$ cat config.mk
export PLATFORM = sky130hd
export DESIGN_NAME = pixel_writer
export DESIGN_NICKNAME = d
export VERILOG_FILES = /design/src/mem_pkg.sv /design/src/video_pkg.sv /design/src/pixel_writer.sv
export SDC_FILE = /design/constraint.sdc
export NUM_CORES = 1
export LEC_CHECK = 0
export ABC_AREA = 1
export CORE_ASPECT_RATIO = 0.75
export CORE_MARGIN = 2
export CORE_UTILIZATION = 62
export CTS_CLUSTER_DIAMETER = 60
export DETAILED_ROUTE_END_ITERATION = 8
export DONT_BUFFER_PORTS = 1
export PLACE_DENSITY = 0.78
export SYNTH_ARGS = -nofsm -noshare
export SYNTH_HDL_FRONTEND = slang
export SYNTH_SLANG_ARGS = --single-unit
$ cat constraint.sdc
create_clock -name CLOCK_50 -period 3.65 [get_ports CLOCK_50]
set_input_delay 0.1825 -clock CLOCK_50 [delete_from_list [all_inputs] [get_ports CLOCK_50]]
set_output_delay 0.1825 -clock CLOCK_50 [all_outputs]
set_load 0.01 [all_outputs]
$ cat src/mem_pkg.sv
// Memory system constants
package mem_pkg;

	// Bus widths
	localparam int AW = 24;
	localparam int DW = 16;

	// Arbiter ports and read burst length
	localparam int NCLIENT = 3;
	localparam int BURST = 8;

	// Client index by priority, lowest wins
	localparam int CL_SCAN = 0;
	localparam int CL_PIX = 1;
	localparam int CL_TEST = 2;

endpackage

$ cat src/video_pkg.sv
// Video pixel formats and frame layout
package video_pkg;
	import mem_pkg::*;

	typedef struct packed {
		logic [4:0] r;
		logic [5:0] g;
		logic [4:0] b;
	} rgb565_t;

	// One stored word, as raw data or as a pixel
	typedef union packed {
		logic [DW-1:0] raw;
		rgb565_t px;
	} pix_word_u;

	// Frame region and self-test region
	localparam logic [AW-1:0] FB_BASE = AW'('h200);
	localparam int FB_WORDS = 64;
	localparam logic [AW-1:0] TEST_BASE = FB_BASE + AW'('h100);
	localparam int TEST_WORDS = 16;

	// Keep the top bits of each channel
	function automatic rgb565_t pack565(input logic [23:0] rgb);
		return '{r: rgb[23:19], g: rgb[15:10], b: rgb[7:3]};
	endfunction

	// Refill the low bits from the top of each channel
	function automatic logic [23:0] expand888(input rgb565_t px);
		return {px.r, px.r[4:2], px.g, px.g[5:4], px.b, px.b[4:2]};
	endfunction

endpackage

$ cat src/pixel_writer.sv
// Pixel input queue and writer
`timescale 1ns/10ps
module pixel_writer import mem_pkg::*, video_pkg::*; #(
	parameter int AW = mem_pkg::AW,
	parameter int DW = mem_pkg::DW
) (
	input logic CLOCK_50,
	input logic rst,
	input logic pix_valid,
	input logic [AW-1:0] pix_addr,
	input logic [23:0] pix_rgb,
	input logic ack,
	output logic pix_ready,
	output logic req,
	output logic wr,
	output logic [AW-1:0] addr,
	output logic [DW-1:0] wdata
);

localparam int DEPTH = 4;
localparam int PW = $clog2(DEPTH);

logic [AW-1:0] q_addr [DEPTH];
logic [DW-1:0] q_data [DEPTH];
logic [PW-1:0] wptr;
logic [PW-1:0] rptr;
logic [PW:0] count;
logic push;
logic pop;
pix_word_u word;

assign word.px = pack565(pix_rgb);

assign pix_ready = count != (PW + 1)'(DEPTH);
assign push = pix_valid && pix_ready;
assign pop = req && ack;

// Queue head is the pending write
assign req = count != '0;
assign wr = 1'b1;
assign addr = q_addr[rptr];
assign wdata = q_data[rptr];

always_ff @(posedge CLOCK_50) begin
	if (push) begin
		q_addr[wptr] <= pix_addr;
		q_data[wptr] <= word.raw;
	end
end

always_ff @(posedge CLOCK_50) begin
	if (rst) begin
		wptr <= '0;
		rptr <= '0;
		count <= '0;
	end else begin
		if (push)
			wptr <= wptr + PW'(1);
		if (pop)
			rptr <= rptr + PW'(1);
		count <= count + (PW + 1)'(push) - (PW + 1)'(pop);
	end
end

endmodule

==> flow_summary.ini <==
[yosys]
yosys-mux-area-fraction_pct = 0
netlist_area_mm2 = 0.00655
synth_top_family_by_area = compound AO/OA/AOI/OAI gates
synth_compound_area_share_pct = 10.7
synth.net_count = 513
syn_area_per_cell_um2 = 14.4
synth_simple_gate_area_share_pct = 6.37
synthAdderAreaFrac_pct = 1.45
ys_seq_area_share_pct = 76.2
synth_cell_types = 23
postSynthRegisterBits = 169
netlist_instances = 454
synthXorXnorAreaFrac_pct = 0
yosysWarnings = 0

[cells_and_area]
drive_gt1_share_pct = 9.57
instances_no_fill = 648
synthToLayoutAreaGrowth_pct = 15.3
diodes = 0
layout.nets = 558
final_util_pct = 73.4

[sta]
rsz0062_at_grt = no
fmax_mhz = 414
finalSetupTns_ps = 0
fin_crit_sh_pct = 66.2
hold_viol_final = 0
finalSetupViolations = 0
min_period_ps = 2420
slew_headroom_pct = 47.9
final_max_slew_viol_count = 0
tightest_slew_ps = 781
skew_ps = 7.70

[cts]
cts-resized-gates = 0
root_buffer = clkbuf_16
cts.clk_slew.worst_paths_ps = 60
cts-htree-levels = 4
cts_buffer_depth = 2
tritoncts = yes
clock-sinks = 169
postCtsSetupRepairBufs = 0
insertion_delay_ps = 420
cts_inserted_buffers = 17

[pwr]
power_frac_clock_pct = 32.0
irDropWorstVdd_mv = 0.488
seq_power_share_pct = 47.9
p_switching_mw = 1.55
internal-power_mw = 3.60
pwr-share-comb_pct = 20.0
swShare_pct = 30.1
power_density_mw_per_mm2 = 682
p_leak_nw = 2.54

[worst_setup_path]
cp-endpoint = addr[4]
crit_path_max_incr_delay_ps = 840
slowest_stage = dfxtp_2
crit_chain = buf_4 > inv_12 > o21ai_1 > o22ai_1
path_class = flop to output port
reg2reg_from = count[1]$_SDFF_PP0_
cp_num_buf_inv = 2
crit_cells = 4
r2r_cells = 5
arrival_ps = 2240
worstPathMaxFanout = 80
reg2reg_to = q_addr[1][0]$_DFFE_PP_
startpoint_type = flop
cp-end-kind = output port
r2r_slack_ps = 1310
cp.required_ps = 3470
critPathTopFamily = flip-flops

[floorplan]
coreArea_mm2 = 0.0103
num_rows = 32
fp.dieW_um = 123
start_util_pct = 63.6
fp.dieH_um = 93.0
ios = 95
die-area_mm2 = 0.0114

[place]
io_buffers = 0
placedCellCount = 573
hpwlAfterDp_mm = 6.84
routabilityCongestion = 0.725

[detailed_routing]
wl_per_cell_um = 19.2
dr.pass1.iters = 5
first_iter_violations = 253
vias = 3792
drc = 0
vias_per_cell = 5.85
final_antenna_net_count = 0
wl_mm = 12.4

[global_routing]
antenna_found_initial = 0
grt-ovfl-total = 0
grt_pass1_wl_mm = 19.3
grt_use_total_pct = 23.5
grt_pass1_vias = 3822
grt_max_degree = 81

[run]
maxCapViolCount = 0

[outcome]
status = completed

[min_path]
hp-class = input port to flop
worstHoldPathCells = 5
hp-start = ack
## cell usage after synthesis
cell	number	area, µm²
a21oi_1	4	20.0
buf_12	4	80.1
o21ai_1	38	190
edfxtp_1	160	4800
nand3_1	3	15.0
nor2_1	92	345
buf_6	5	56.3
fa_1	1	20.0
nor2_2	1	6.26
ha_1	6	75.1
a21boi_0	2	15.0
inv_12	1	16.3
conb_1	1	3.75
buf_2	8	40.0
dfxtp_1	9	180
buf_8	4	60.1
o21ai_0	41	205
nand2_1	10	37.5
o22ai_1	40	250
buf_4	5	37.5
o21ai_2	2	17.5
inv_1	15	56.3
nand2_2	2	12.5
## how the worst min path moves through the flow
stage | to | slack, ps
detailed placement | count[1]$_SDFF_PP0_ | 260
CTS | flop | 90
floorplan | count[1]$_SDFF_PP0_ | 250
finish | flop | 90
global placement | count[1]$_SDFF_PP0_ | 250
global route | flop | 110
## placed cells by master, fill, tap and decap left out, types with 2 or more instances in the layout
cell type      count
nand2_2            2
a21boi_0           2
dlygate4sd3_1     43
nand2_1           10
o21ai_2            2
clkbuf_16         17
clkbuf_1           2
buf_12             2
o22ai_1           40
inv_6              4
clkinvlp_4         5
ha_1               6
nor2_4             4
o21ai_1           38
buf_4              7
inv_1             15
edfxtp_1         160
nor2_1            88
nand3_1            3
a21oi_1            4
o21ai_0           41
dfxtp_1            8
## logic make-up after synthesis
logic type | Yosys count
other cells | 1
compound gates | 127
simple gates | 108
flops | 169
fa+ha+maj | 7
buf+inv | 42
## power groups by stage
stage | sequential (mW) | clock, mW | combinational (mW)
after global placement | 2.50 | 0 | 0.945
after detailed placement | 2.51 | 0 | 0.986
final | 2.47 | 1.65 | 1.03
after CTS | 2.47 | 1.67 | 1.04
after floorplan | 2.46 | 0 | 0.883
after global routing | 2.49 | 1.75 | 1.16
## through the flow
stage	area, µm²	setup slack [ps]	hold slack (ps)	power [mW]
after floorplan	6550	801	249	3.35
after global placement	6570	1370	251	3.44
after detailed placement	6570	1270	259	3.50
after CTS	7550	1270	88.7	5.18
after global routing	7550	1100	107	5.40
final	7550	1230	94.3	5.15
## area by class of cell
cell class	instances	area, µm²
clock buffer	19	433
clock inverter	13	120
fill	660	2740
inverter	16	72.6
multi-input combinational	243	1240
sequential	169	4990
tap	136	170
timing repair buffer	52	523
## sequential cells by signal (all words and copies together) (netlist names), named ones only
name	flops
q_data	64
rptr	2
wptr	2
q_addr	96
count	3
## timing repair
action	in CTS	in global routing
endpoints found under the setup margin	0	0
endpoints found under the hold margin	169	0
hold buffers	43	0
## worst min-delay path: cells and delay by family
family / cells / cell delay, ps
and+or+nand+nor: 4 / 210
buffers and inverters: 1 / 90
## routing by layer
layer | vias up | GRT usage, % | share of wire [%] | wire [µm]
met1 | 1852 | 28.5 | 40 | 4940
met4 | 0 | 9.87 | 1.6 | 195
met3 | 22 | 7.68 | 8.5 | 1050
li1 | 1771 | - | - | -
met5 | - | 0 | 0 | 0
met2 | 147 | 39.3 | 50 | 6240
Note: power is estimated with default switching activity, not from simulation.
