`config.mk`:
```
export PLATFORM = sky130hd
export DESIGN_NAME = scan_reader
export DESIGN_NICKNAME = d
export VERILOG_FILES = /design/src/mem_pkg.sv /design/src/video_pkg.sv /design/src/scan_reader.sv
export SDC_FILE = /design/constraint.sdc
export NUM_CORES = 1
export LEC_CHECK = 0
export BUFFER_PORTS_ARGS = -buffer_cell sky130_fd_sc_hd__buf_2
export CORE_ASPECT_RATIO = 0.8
export CORE_MARGIN = 1
export CORE_UTILIZATION = 44
export DETAILED_ROUTE_END_ITERATION = 8
export PLACE_DENSITY = 0.74
export SYNTH_ARGS = -nofsm -noshare
export SYNTH_HDL_FRONTEND = slang
export SYNTH_SLANG_ARGS = --single-unit
```
`constraint.sdc`:
```
create_clock -name CLOCK_50 -period 1.85 [get_ports CLOCK_50]
set_input_delay 0.4625 -clock CLOCK_50 [delete_from_list [all_inputs] [get_ports CLOCK_50]]
set_output_delay 0.4625 -clock CLOCK_50 [all_outputs]
set_load 0.005 [all_outputs]
```
`src/mem_pkg.sv`:
```
// Memory system constants
package mem_pkg;

	// Bus widths
	localparam int AW = 24;
	localparam int DW = 16;

	// Arbiter ports and read burst length
	localparam int NCLIENT = 3;
	localparam int BURST = 8;

	// Client index by priority, lowest wins
	localparam int CL_SCAN = 0;
	localparam int CL_PIX = 1;
	localparam int CL_TEST = 2;

endpackage

```
`src/video_pkg.sv`:
```
// Video pixel formats and frame layout
package video_pkg;
	import mem_pkg::*;

	typedef struct packed {
		logic [4:0] r;
		logic [5:0] g;
		logic [4:0] b;
	} rgb565_t;

	// One stored word, as raw data or as a pixel
	typedef union packed {
		logic [DW-1:0] raw;
		rgb565_t px;
	} pix_word_u;

	// Frame region and self-test region
	localparam logic [AW-1:0] FB_BASE = AW'('h200);
	localparam int FB_WORDS = 64;
	localparam logic [AW-1:0] TEST_BASE = FB_BASE + AW'('h100);
	localparam int TEST_WORDS = 16;

	// Keep the top bits of each channel
	function automatic rgb565_t pack565(input logic [23:0] rgb);
		return '{r: rgb[23:19], g: rgb[15:10], b: rgb[7:3]};
	endfunction

	// Refill the low bits from the top of each channel
	function automatic logic [23:0] expand888(input rgb565_t px);
		return {px.r, px.r[4:2], px.g, px.g[5:4], px.b, px.b[4:2]};
	endfunction

endpackage

```
`src/scan_reader.sv`:
```
// Frame scan reader
`timescale 1ns/10ps
module scan_reader import mem_pkg::*, video_pkg::*; #(
	parameter int AW = mem_pkg::AW,
	parameter int DW = mem_pkg::DW,
	parameter int BURST = mem_pkg::BURST,
	parameter logic [AW-1:0] FB_BASE = video_pkg::FB_BASE,
	parameter int FB_WORDS = video_pkg::FB_WORDS
) (
	input logic CLOCK_50,
	input logic rst,
	input logic scan_start,
	input logic ack,
	input logic valid,
	input logic [DW-1:0] rdata,
	output logic req,
	output logic [AW-1:0] addr,
	output logic scan_busy,
	output logic out_valid,
	output logic [23:0] out_rgb,
	output logic out_last
);

localparam int NBURST = FB_WORDS / BURST;
localparam int BCW = $clog2(NBURST + 1);
localparam int WCW = $clog2(FB_WORDS + 1);

logic [BCW-1:0] bcnt;
logic [WCW-1:0] wcnt;
logic start;
pix_word_u word;

assign word.raw = rdata;
assign start = scan_start && !scan_busy;

always_ff @(posedge CLOCK_50) begin
	if (rst) begin
		req <= 1'b0;
		scan_busy <= 1'b0;
		bcnt <= '0;
		wcnt <= '0;
		out_valid <= 1'b0;
		out_last <= 1'b0;
	end else begin
		out_valid <= valid;
		out_last <= 1'b0;
		if (start) begin
			scan_busy <= 1'b1;
			req <= 1'b1;
			bcnt <= '0;
			wcnt <= '0;
		end
		// Next burst request goes out right after each ack
		if (req && ack) begin
			bcnt <= bcnt + BCW'(1);
			if (bcnt == BCW'(NBURST - 1))
				req <= 1'b0;
		end
		if (valid) begin
			wcnt <= wcnt + WCW'(1);
			if (wcnt == WCW'(FB_WORDS - 1)) begin
				out_last <= 1'b1;
				scan_busy <= 1'b0;
			end
		end
	end
end

always_ff @(posedge CLOCK_50) begin
	if (start)
		addr <= FB_BASE;
	else if (req && ack)
		addr <= addr + AW'(BURST);
	if (valid)
		out_rgb <= expand888(word.px);
end

endmodule

```
==> summary by stage <==
Cells and area
For this run, the number of standard cells in the final layout without fillers is 355. After the last flow step, the layout net total stands at 318. In the final layout, the share of cells above drive strength 1 is 34.6%.

0 antenna diodes ended up in the layout. The area overhead of the layout relative to synthesis is 26.2%.

Clock network
No sink is reached through more buffers than the 2 on the longest clock path. The number of sinks handled by clock tree synthesis is 52. The post-cts hold buffer count is 0. The clock edge transition at the registers on the reported setup and hold paths is 0.09 ns. The number of buffers inserted by post-CTS setup repair is 0. The cell chosen for the clock root is clkbuf_8. In this run the number of H-tree levels came out at 2. Gates resized during post-CTS repair numbered 0. The CTS tree is built. The number of clock buffers added by TritonCTS is 5.

The insertion delay to the later sink of the worst-skew pair is 0.30 ns.

Worst setup path
The kind of start point of the critical path is a register. The critical path data required time is 2.10 ns. Among all stages on the critical path, the largest delay is contributed by or4_4. Across all register-to-register paths, the minimum setup slack is 0.13 ns. The biggest fanout along the worst timing path is 9.

Data on the critical path arrives at its endpoint at 1.97 ns. The setup path with the least slack is of type register to register. The launch point of the worst reg-to-reg path is addr[3]. The critical path goes through ha_1, nand3_1, or4_4, or3_1, a21oi_1.

The beginning of the critical path is addr[3]. STA classifies the critical path endpoint as a register. The longest individual stage delay on the worst path is 0.49 ns.

Die
The y dimension of the die is 64.5 um. The die covers 5160 um2. 73 I/O pins were placed. The width of the chip is 80.1 um. Row generation in the floorplan step produced 22 rows. The floorplan step defined a core boundary enclosing 4620 um2.

Once the floorplan was initialized, standard cells occupied 46.4% of the core.

Yosys
For this run, the number of Yosys warnings is 0. The flop and latch count out of synthesis is 52. Summing the sequential cell areas from Yosys gives 55.9% of the chip area. The average footprint of a synthesized cell is 9.99 um2. Synthesis produced a netlist whose cell count is 215. In this run, synthesis inferred 16 flip-flops with an integrated enable.

The library cell with the largest summed area after synthesis is dfxtp_1. The dominant synthesized flop cell is dfxtp_1. The proportion of netlist area held by the largest area contributor is 33.6%. The post-synthesis cell type count is 34. Ranked by instance count, the synthesized netlist is headed by 36 x dfxtp_1, 22 x nor2_1, 18 x a21oi_1, 16 x edfxtp_1, 13 x nand2_1.

The most frequent cell after synthesis is dfxtp_1. Yosys attributes the largest share of cell area to dfxtp_1 34%, edfxtp_1 22%, a21oi_1 4.2%, buf_4 3.8%, nor2_1 3.8%. Summing every instance area after synthesis gives 2150 um2.

For this run, asynchronously set or reset flops after synthesis account for 0%.

STA
The least setup slack across all paths after layout is 0.125 ns. For this run, the top clock speed supported by timing is 0.580 GHz. The tightest hold path in the finished design has a slack of 0.327 ns. Setup repair after global routing left no endpoint under its margin.

Setup violations remaining at the end of the flow were counted as 0. The number of max-slew violations in the final report is 0. The number of endpoints with negative hold slack in the final report was 0. The final worst clock skew is 0.00469 ns. The minimum period implied by the final worst setup slack is 1.72 ns.

Of the available clock period, the critical path in the final layout requires 93.2%. The setup total negative slack is 0 ns.

Placed design
The setup slack after placement is -0.0968 ns. The sum of net half-perimeters after detailed placement is 3420 um. The cell count after placement is 347. At the end of routability-driven placement, the weighted congestion stood at 0.724. During placement, the flow inserted port buffers numbering 69.

Drt
The number of nets with antenna violations after detailed routing is 0. Summed over all layers, the routed wires come to 4440 um. The number of detailed-route iterations in the first pass is 4. For this run, design rule violations remaining after detail routing come to 0.

The number of violations reported at the end of detailed-routing iteration 0 is 103. Dividing the detail-routed via count by the number of cells gives 5.09. Dividing the detail-routed wire length by the instance count gives 12.5 um. The routed layout has 1808 vias.

Run
The tool flagged a number of max-cap violations equal to 0.

Worst hold path
The startpoint identified for the worst hold timing path is rdata[13]. In this run the worst hold path is classified as input pin to register.

Power and ir drop
The analysis attributes to cell leakage a power of 1.11 nW. The maximum VDD drop is 0.425 mV. Dividing total power by cell area gives a power density of 757 nW/um2.

GRT
The total overflow left after global routing is 0. The overall global routing resource usage is 18.8%. The first global-routing pass estimated 7430 um of wire. The number of antenna violations at the first check in global routing is 0. The via count of the first global-routing pass is 1682. Entering global routing, the biggest net connects 18 pins.

Status
The run finished with clean final reports.
-- path summary, 6_finish.rpt --
path / endpoint / cells past startpoint
max: addr[23] / 5
min: out_rgb[21] / 1
max reg2reg: addr[23] / 5
min reg2reg: wcnt[5] / 1
-- sequential cells by signal, summed over array words and instances (netlist names) --
signal / count
addr: 21
out_rgb: 16
wcnt: 7
bcnt: 4
out_last: 1
out_valid: 1
req: 1
scan_busy: 1
-- cell type report --
class	count	area [um2]
inverter	4	15.0
clock buffer	5	68.8
fill	410	1910
multi-input combinational	142	831
clock inverter	3	22.5
timing repair buffer	89	495
sequential	52	1200
tap	60	75.1
-- per-layer routing --
| metal | track usage (%) | wire [um] | vias to the layer above |
|---|---|---|---|
| li1 | - | - | 912 |
| met1 | 24.3 | 2160 | 822 |
| met2 | 29.7 | 1900 | 67 |
| met3 | 4.23 | 318 | 7 |
| met4 | 8.93 | 69 | 0 |
| met5 | 0 | 0 | - |
-- cells in the final DEF, fill, tap and decap left out, types with 2 or more instances in the layout --
cell type and n:
o21ai_1 5, nand2_1 13, dfxtp_1 35, nor2_1 22, edfxtp_1 16, and4_1 2
and2_1 2, nor2b_1 3, xnor2_1 9, xor2_1 2, ha_1 3, buf_2 69
nand4_2 2, nand3_1 10, conb_1 3, or4_4 2, a21oi_1 18, o21ai_0 8
inv_1 4, or3_1 11, nor3_1 5, buf_4 20, nand2b_1 3, nand4_1 5
a311oi_1 4, nor4_1 3, clkbuf_8 5
-- worst max-delay path, delay by kind of cell (launching register included) --
family	cells	cell delay (ns)
and+or+nand+nor	3	0.94
DFF	1	0.41
adders and majority gates	1	0.19
AOI/OAI and AO/OA	1	0.13
-- where the power goes --
part	total, mW	internal (mW)	switching, mW
Clock	0.645	0.271	0.373
Combinational	0.166	0.0805	0.0853
Sequential	1.24	1.22	0.0234
Total	2.05	1.57	0.482
-- cells by family (layout without fill, tap and decap cells) --
family	Yosys count	count (layout)	share of synthesized area [%]
AOI/OAI and AO/OA	38	38	10.0
xor gates and xnor gates	11	11	4.49
adders and majority gates	3	3	1.75
buffers and inverters	23	101	6.06
DFF	52	52	55.9
other	1	3	0.175
and+or+nand+nor	87	87	21.6
-- per-stage QoR --
stage / util [%] / instance area [um2] / power, mW
3_3_place_gp: 56.4 / 2610 / 1.43
2_1_floorplan: - / 2150 / 1.35
4_1_cts: 58.4 / 2700 / 2.08
6_report: 58.6 / 2710 / 2.05
3_5_place_dp: 56.4 / 2610 / 1.44
5_1_grt: 58.6 / 2710 / 2.16
No activity file was read; power rests on OpenSTA's default activity.
