--- src/mem_pkg.sv ---
// Memory system constants
package mem_pkg;

	// Bus widths
	localparam int AW = 24;
	localparam int DW = 16;

	// Arbiter ports and read burst length
	localparam int NCLIENT = 3;
	localparam int BURST = 8;

	// Client index by priority, lowest wins
	localparam int CL_SCAN = 0;
	localparam int CL_PIX = 1;
	localparam int CL_TEST = 2;

endpackage

--- src/memory.sv ---
// Shared memory arbiter
`timescale 1ns/10ps
module memory import mem_pkg::*; #(
	parameter int AW = mem_pkg::AW,
	parameter int DW = mem_pkg::DW,
	parameter int BURST = mem_pkg::BURST,
	parameter int NCLIENT = mem_pkg::NCLIENT
) (
	input logic CLOCK_50,
	input logic rst,
	input logic [NCLIENT-1:0] req,
	input logic [NCLIENT-1:0] wr,
	input logic [NCLIENT-1:0][AW-1:0] addr,
	input logic [NCLIENT-1:0][DW-1:0] wdata,
	output logic [NCLIENT-1:0] ack,
	output logic [NCLIENT-1:0] valid,
	output logic [DW-1:0] rdata,
	output logic [AW-1:0] arr_addr,
	output logic arr_we,
	output logic [DW-1:0] arr_wdata,
	input logic [DW-1:0] arr_rdata
);

localparam int CW = (NCLIENT > 1) ? $clog2(NCLIENT) : 1;
localparam int NW = $clog2(BURST + 2);

localparam logic [1:0] S_IDLE = 2'd0;
localparam logic [1:0] S_ACK = 2'd1;
localparam logic [1:0] S_READ = 2'd2;
localparam logic [1:0] S_DRAIN = 2'd3;

logic [1:0] state;
logic [CW-1:0] gnt;
logic [CW-1:0] pick;
logic [NW-1:0] cnt;
logic [AW-1:0] baddr;
logic rd_issue;
logic tag_v;
logic [CW-1:0] tag_cl;

// Fixed priority, lowest index first
always_comb begin
	pick = '0;
	for (int i = NCLIENT - 1; i >= 0; i--) begin
		if (req[i])
			pick = CW'(i);
	end
end

// Ack cycle uses the client's own address, then the burst counter
always_comb begin
	arr_addr = baddr;
	arr_we = 1'b0;
	if (state == S_ACK) begin
		arr_addr = addr[gnt];
		arr_we = wr[gnt];
	end
end

assign arr_wdata = wdata[gnt];
assign rd_issue = (state == S_ACK && !wr[gnt]) || state == S_READ;

always_ff @(posedge CLOCK_50) begin
	if (rst) begin
		state <= S_IDLE;
		gnt <= '0;
		ack <= '0;
		cnt <= '0;
	end else begin
		ack <= '0;
		case (state)
		S_IDLE: begin
			if (|req) begin
				gnt <= pick;
				ack[pick] <= 1'b1;
				state <= S_ACK;
			end
		end
		S_ACK: begin
			cnt <= NW'(1);
			if (wr[gnt])
				state <= S_IDLE;
			else if (BURST == 1)
				state <= S_DRAIN;
			else
				state <= S_READ;
		end
		S_READ: begin
			cnt <= cnt + NW'(1);
			if (cnt == NW'(BURST - 1))
				state <= S_DRAIN;
		end
		default: begin
			// Wait out the array and output register latency
			cnt <= cnt + NW'(1);
			if (cnt == NW'(BURST + 1))
				state <= S_IDLE;
		end
		endcase
	end
end

always_ff @(posedge CLOCK_50) begin
	rdata <= arr_rdata;
	tag_cl <= gnt;
	if (state == S_ACK)
		baddr <= addr[gnt] + AW'(1);
	else if (state == S_READ)
		baddr <= baddr + AW'(1);
end

// Tag follows each read through the array and rdata stages
always_ff @(posedge CLOCK_50) begin
	if (rst) begin
		tag_v <= 1'b0;
		valid <= '0;
	end else begin
		tag_v <= rd_issue;
		valid <= '0;
		if (tag_v)
			valid[tag_cl] <= 1'b1;
	end
end

endmodule

--- config.mk ---
export PLATFORM = sky130hd
export DESIGN_NAME = memory
export DESIGN_NICKNAME = d
export VERILOG_FILES = /design/src/mem_pkg.sv /design/src/memory.sv
export SDC_FILE = /design/constraint.sdc
export NUM_CORES = 1
export LEC_CHECK = 0
export BUFFER_PORTS_ARGS = -buffer_cell sky130_fd_sc_hd__buf_2
export CORE_ASPECT_RATIO = 1.25
export CORE_UTILIZATION = 40
export CTS_CLUSTER_DIAMETER = 100
export CTS_CLUSTER_SIZE = 25
export DETAILED_ROUTE_END_ITERATION = 10
export MAX_ROUTING_LAYER = met4
export PLACE_DENSITY = 0.76
export SLEW_MARGIN = 10
export SYNTH_ARGS = -nofsm -noshare
export SYNTH_HDL_FRONTEND = slang
export SYNTH_SLANG_ARGS = --single-unit
--- constraint.sdc ---
create_clock -name CLOCK_50 -period 2.2 [get_ports CLOCK_50]
set_input_delay 0 -clock CLOCK_50 [delete_from_list [all_inputs] [get_ports CLOCK_50]]
set_output_delay 0 -clock CLOCK_50 [all_outputs]
set_load 0.01 [all_outputs]
==> results.py <==
metrics = {
    "setup_path": {
        "cp_cell_sequence": "inv_2, ha_4, buf_6, nor2b_2, nor2_1, a221o_2, nor4_4, buf_4, nand4_1, xnor2_1",
        "r2r.worst_path.cells": 10,
        "cpPeakStageDelay_ps": 420,
        "crit_path_max_fanout": 7,
        "cp.required_ps": 2280,
        "cp_num_cells": 10,
        "critPathTopFamily": "simple AND/OR/NAND/NOR gates",
        "r2r_slack_ps": -130,
        "arrival_ps": 2420,
        "critPathKind": "flop to flop",
        "critical_path.reg2reg.endpoint": "baddr[23]",
        "r2r-start": "state[1]",
        "end_kind": "flop",
        "worstSetupStartpointType": "flop",
        "crit_end": "baddr[23]",
        "worst_setup_path_startpoint": "state[1]",
        "critPathSlowestCell": "a221o_2",
        "critical_path_buf_inv_count": 3,
    },
    "worst_hold_path": {
        "whs_path_depth": 2,
        "hold_path_class": "input port to flop",
    },
    "timing": {
        "hold_viol": 0,
        "worst_pin_slew_ps": 518.7,
        "setup_violations": 12,
        "finalMaxSlewViolations": 0,
        "max_freq_mhz": 428.9,
        "setup_ws_ps": -131.4,
        "rsz0062_at_grt": "yes",
        "skew_ps": 15.05,
        "layout_min_cycle_time_ps": 2331,
        "slew_headroom": 0.6505,
        "setup_tns_ps": -758.3,
        "period_share": 1.060,
    },
    "routing": {
        "dr.pass1.iters": 5,
        "drc": 0,
        "vias_per_cell": 5.182,
        "wl_per_cell_um": 15.44,
        "vias": 3954,
        "wl_mm": 11.78,
        "drt_iter0_markers": 209,
        "postRouteAntennaNets": 0,
    },
    "yosys": {
        "yosys_register_bits": 57,
        "netlist_area_um2": 3510,
        "synthCells": 368,
        "syn_avg_cell_area_um2": 9.537,
        "syn_nets": 519,
        "yosysSeqAreaShare": 0.3936,
        "ys_types": 50,
        "ys.warnings.count": 0,
    },
    "die": {
        "ios": 207,
        "die_h_um": 106.7,
        "die-area_um2": 9155,
        "die_w_um": 85.78,
        "start_util": 0.4188,
        "core_um2": 8379,
        "std_cell_rows": 37,
    },
    "cts": {
        "h-tree-depth": 3,
        "cts-root-buf": "clkbuf_8",
        "cts_tree": "yes",
        "clock-sinks": 57,
        "numCtsBuffers": 9,
        "clock_tree.buffer_depth": 2,
        "cts.clk_slew.worst_paths_ps": 60,
        "clk_latency_ps": 340,
    },
    "global_route": {
        "antenna_found_initial": 0,
        "grt-ovfl-total": 0,
        "grt_pass1_vias": 3800,
        "grt_pass1_wl_mm": 17.48,
        "track_usage": 0.2526,
        "grt_max_degree": 25,
    },
    "final_layout": {
        "drive_above_1_share": 0.5000,
        "syn_to_final_growth_pct": 62.00,
        "final_nets": 792,
        "antennaDiodeCount": 0,
    },
    "power": {
        "finalPower_uw": 7197,
        "vdd_drop_max_uv": 787.5,
        "p_leak_uw": 0.002500,
        "power_density_nw_per_um2": 1266,
    },
    "outcome": {
        "outcome": "finished, violations left",
        "violations": "setup timing",
    },
    "flow_run": {
        "max_cap_violations": 0,
    },
    "placement": {
        "portBuffers": 206,
        "gp_congestion": 0.8657,
        "dpl.hpwl_mm": 8.678,
    },
}
state kept, by name (all words and copies together), names as in the netlist:
name	count
ack	3
baddr	24
cnt	4
gnt	2
rdata	16
state	2
tag_cl	2
tag_v	1
valid	3
worst min path at each step:
stage	to	slack, ps	start
after global routing	cnt[2]	30	rst
after detailed placement	rdata[9]	100	arr_rdata[9]
final	cnt[1]	6	rst
after floorplan	rdata[0]	30	arr_rdata[0]
after CTS	cnt[1]	4	rst
after global placement	rdata[6]	100	arr_rdata[6]
placed cells by master, fill, tap and decap left out, types with 4 or more instances in the layout:
cell type	Yosys	routed
a21oi_1	19	17
clkbuf_8	0	11
buf_12	1	4
nand3_1	12	11
o221ai_2	6	4
nand4_1	7	7
nand2_1	36	35
inv_1	13	11
nand2b_1	13	12
o221ai_4	0	6
dfxtp_1	33	30
o211ai_1	4	4
ha_1	7	5
nand4b_1	5	5
buf_2	6	206
o21ai_0	24	23
nor2_1	29	26
mux2i_1	41	40
edfxtp_1	24	24
buf_4	2	53
xnor2_1	18	18
dlygate4sd3_1	0	19
nor3_1	6	5
where the power goes:
part           switching, µW  total, µW  internal, µW  leakage, µW
Sequential               135       1740          1600     0.000502
Clock                    408       1010           607     0.000110
Combinational           2380       4450          2060      0.00189
Total                   2930       7200          4270      0.00250
metal layers:
metal,GRT usage,part of all wire,vias to the layer above
met5,-,0,-
met4,0.1333,0.037,0
met3,0.03079,0.055,38
met2,0.4617,0.54,183
met1,0.2636,0.37,1855
li1,-,-,1878
repair_timing:
action,in CTS,in global routing
setup endpoints to repair,17,22
hold buffers,19,0
pin swaps,14,10
gates resized for setup,15,21
gates cloned,0,1
endpoints found under the hold margin,19,0
setup buffers,5,9
layout make-up:
| cell class | instances | area (µm²) |
|---|---|---|
| timing repair buffer | 286 | 1765 |
| clock buffer | 15 | 209.0 |
| multi-input combinational | 274 | 2120 |
| tap | 117 | 146.4 |
| inverter | 13 | 52.55 |
| clock inverter | 1 | 5.005 |
| sequential | 57 | 1388 |
| fill | 652 | 2694 |
cells in the mapped netlist, drive strengths merged:
library cell	number	area (µm²)
mux2i	41	410.4
nand2	36	135.1
dfxtp	33	660.6
nor2	29	108.9
edfxtp	24	720.7
o21ai	24	120.1
a21oi	19	95.09
xnor2	18	157.7
buf	15	132.6
inv	13	48.80
nand2b	13	81.33
nand3	12	60.06
o221ai	12	142.6
clkbuf	9	33.78
ha	7	87.58
nand4	7	43.79
nor3	6	30.03
nand4b	5	43.79
nor2b	5	31.28
o211ai	4	30.03
and3	3	18.77
and4b	3	30.03
nor4	3	55.05
nor4bb	3	30.03
nor3b	2	15.01
o21a	2	15.01
o2bb2ai	2	17.52
or3	2	12.51
xor2	2	17.52
a221o	1	10.01
a22oi	1	7.510
a311oi	1	8.760
a31oi	1	6.260
a32oi	1	8.760
and2	1	6.260
and2b	1	7.510
nand3b	1	7.510
nor4b	1	8.760
o2111ai	1	15.01
o22ai	1	6.260
o311ai	1	16.27
o31a	1	8.760
or2	1	6.260
stage by stage:
stage          area, µm²  hold WS, ps  instances    util  worst slack, ps
5_1_grt             5685        31.59        763  0.6785           -254.0
6_report            5685        6.297        763  0.6785           -131.4
3_5_place_dp        5000        103.6        713  0.5967           -151.5
3_3_place_gp        5000        103.0        713  0.5967           -76.12
4_1_cts             5507        3.709        753  0.6572           -122.6
2_1_floorplan       3601        27.72        368       -           -77.83
logic make-up (layout without fill, tap and decap cells):
logic type / after synthesis / count (layout) / share of synthesized area
AOI/OAI and AO/OA: 72 / 72 / 0.1447
xor gates and xnor gates: 20 / 20 / 0.04991
adders and majority gates: 7 / 7 / 0.02495
buffers and inverters: 37 / 315 / 0.06132
DFF: 57 / 57 / 0.3936
muxes: 41 / 41 / 0.1169
and+or+nand+nor: 134 / 134 / 0.2086
Power figures use the tool's default switching activity.
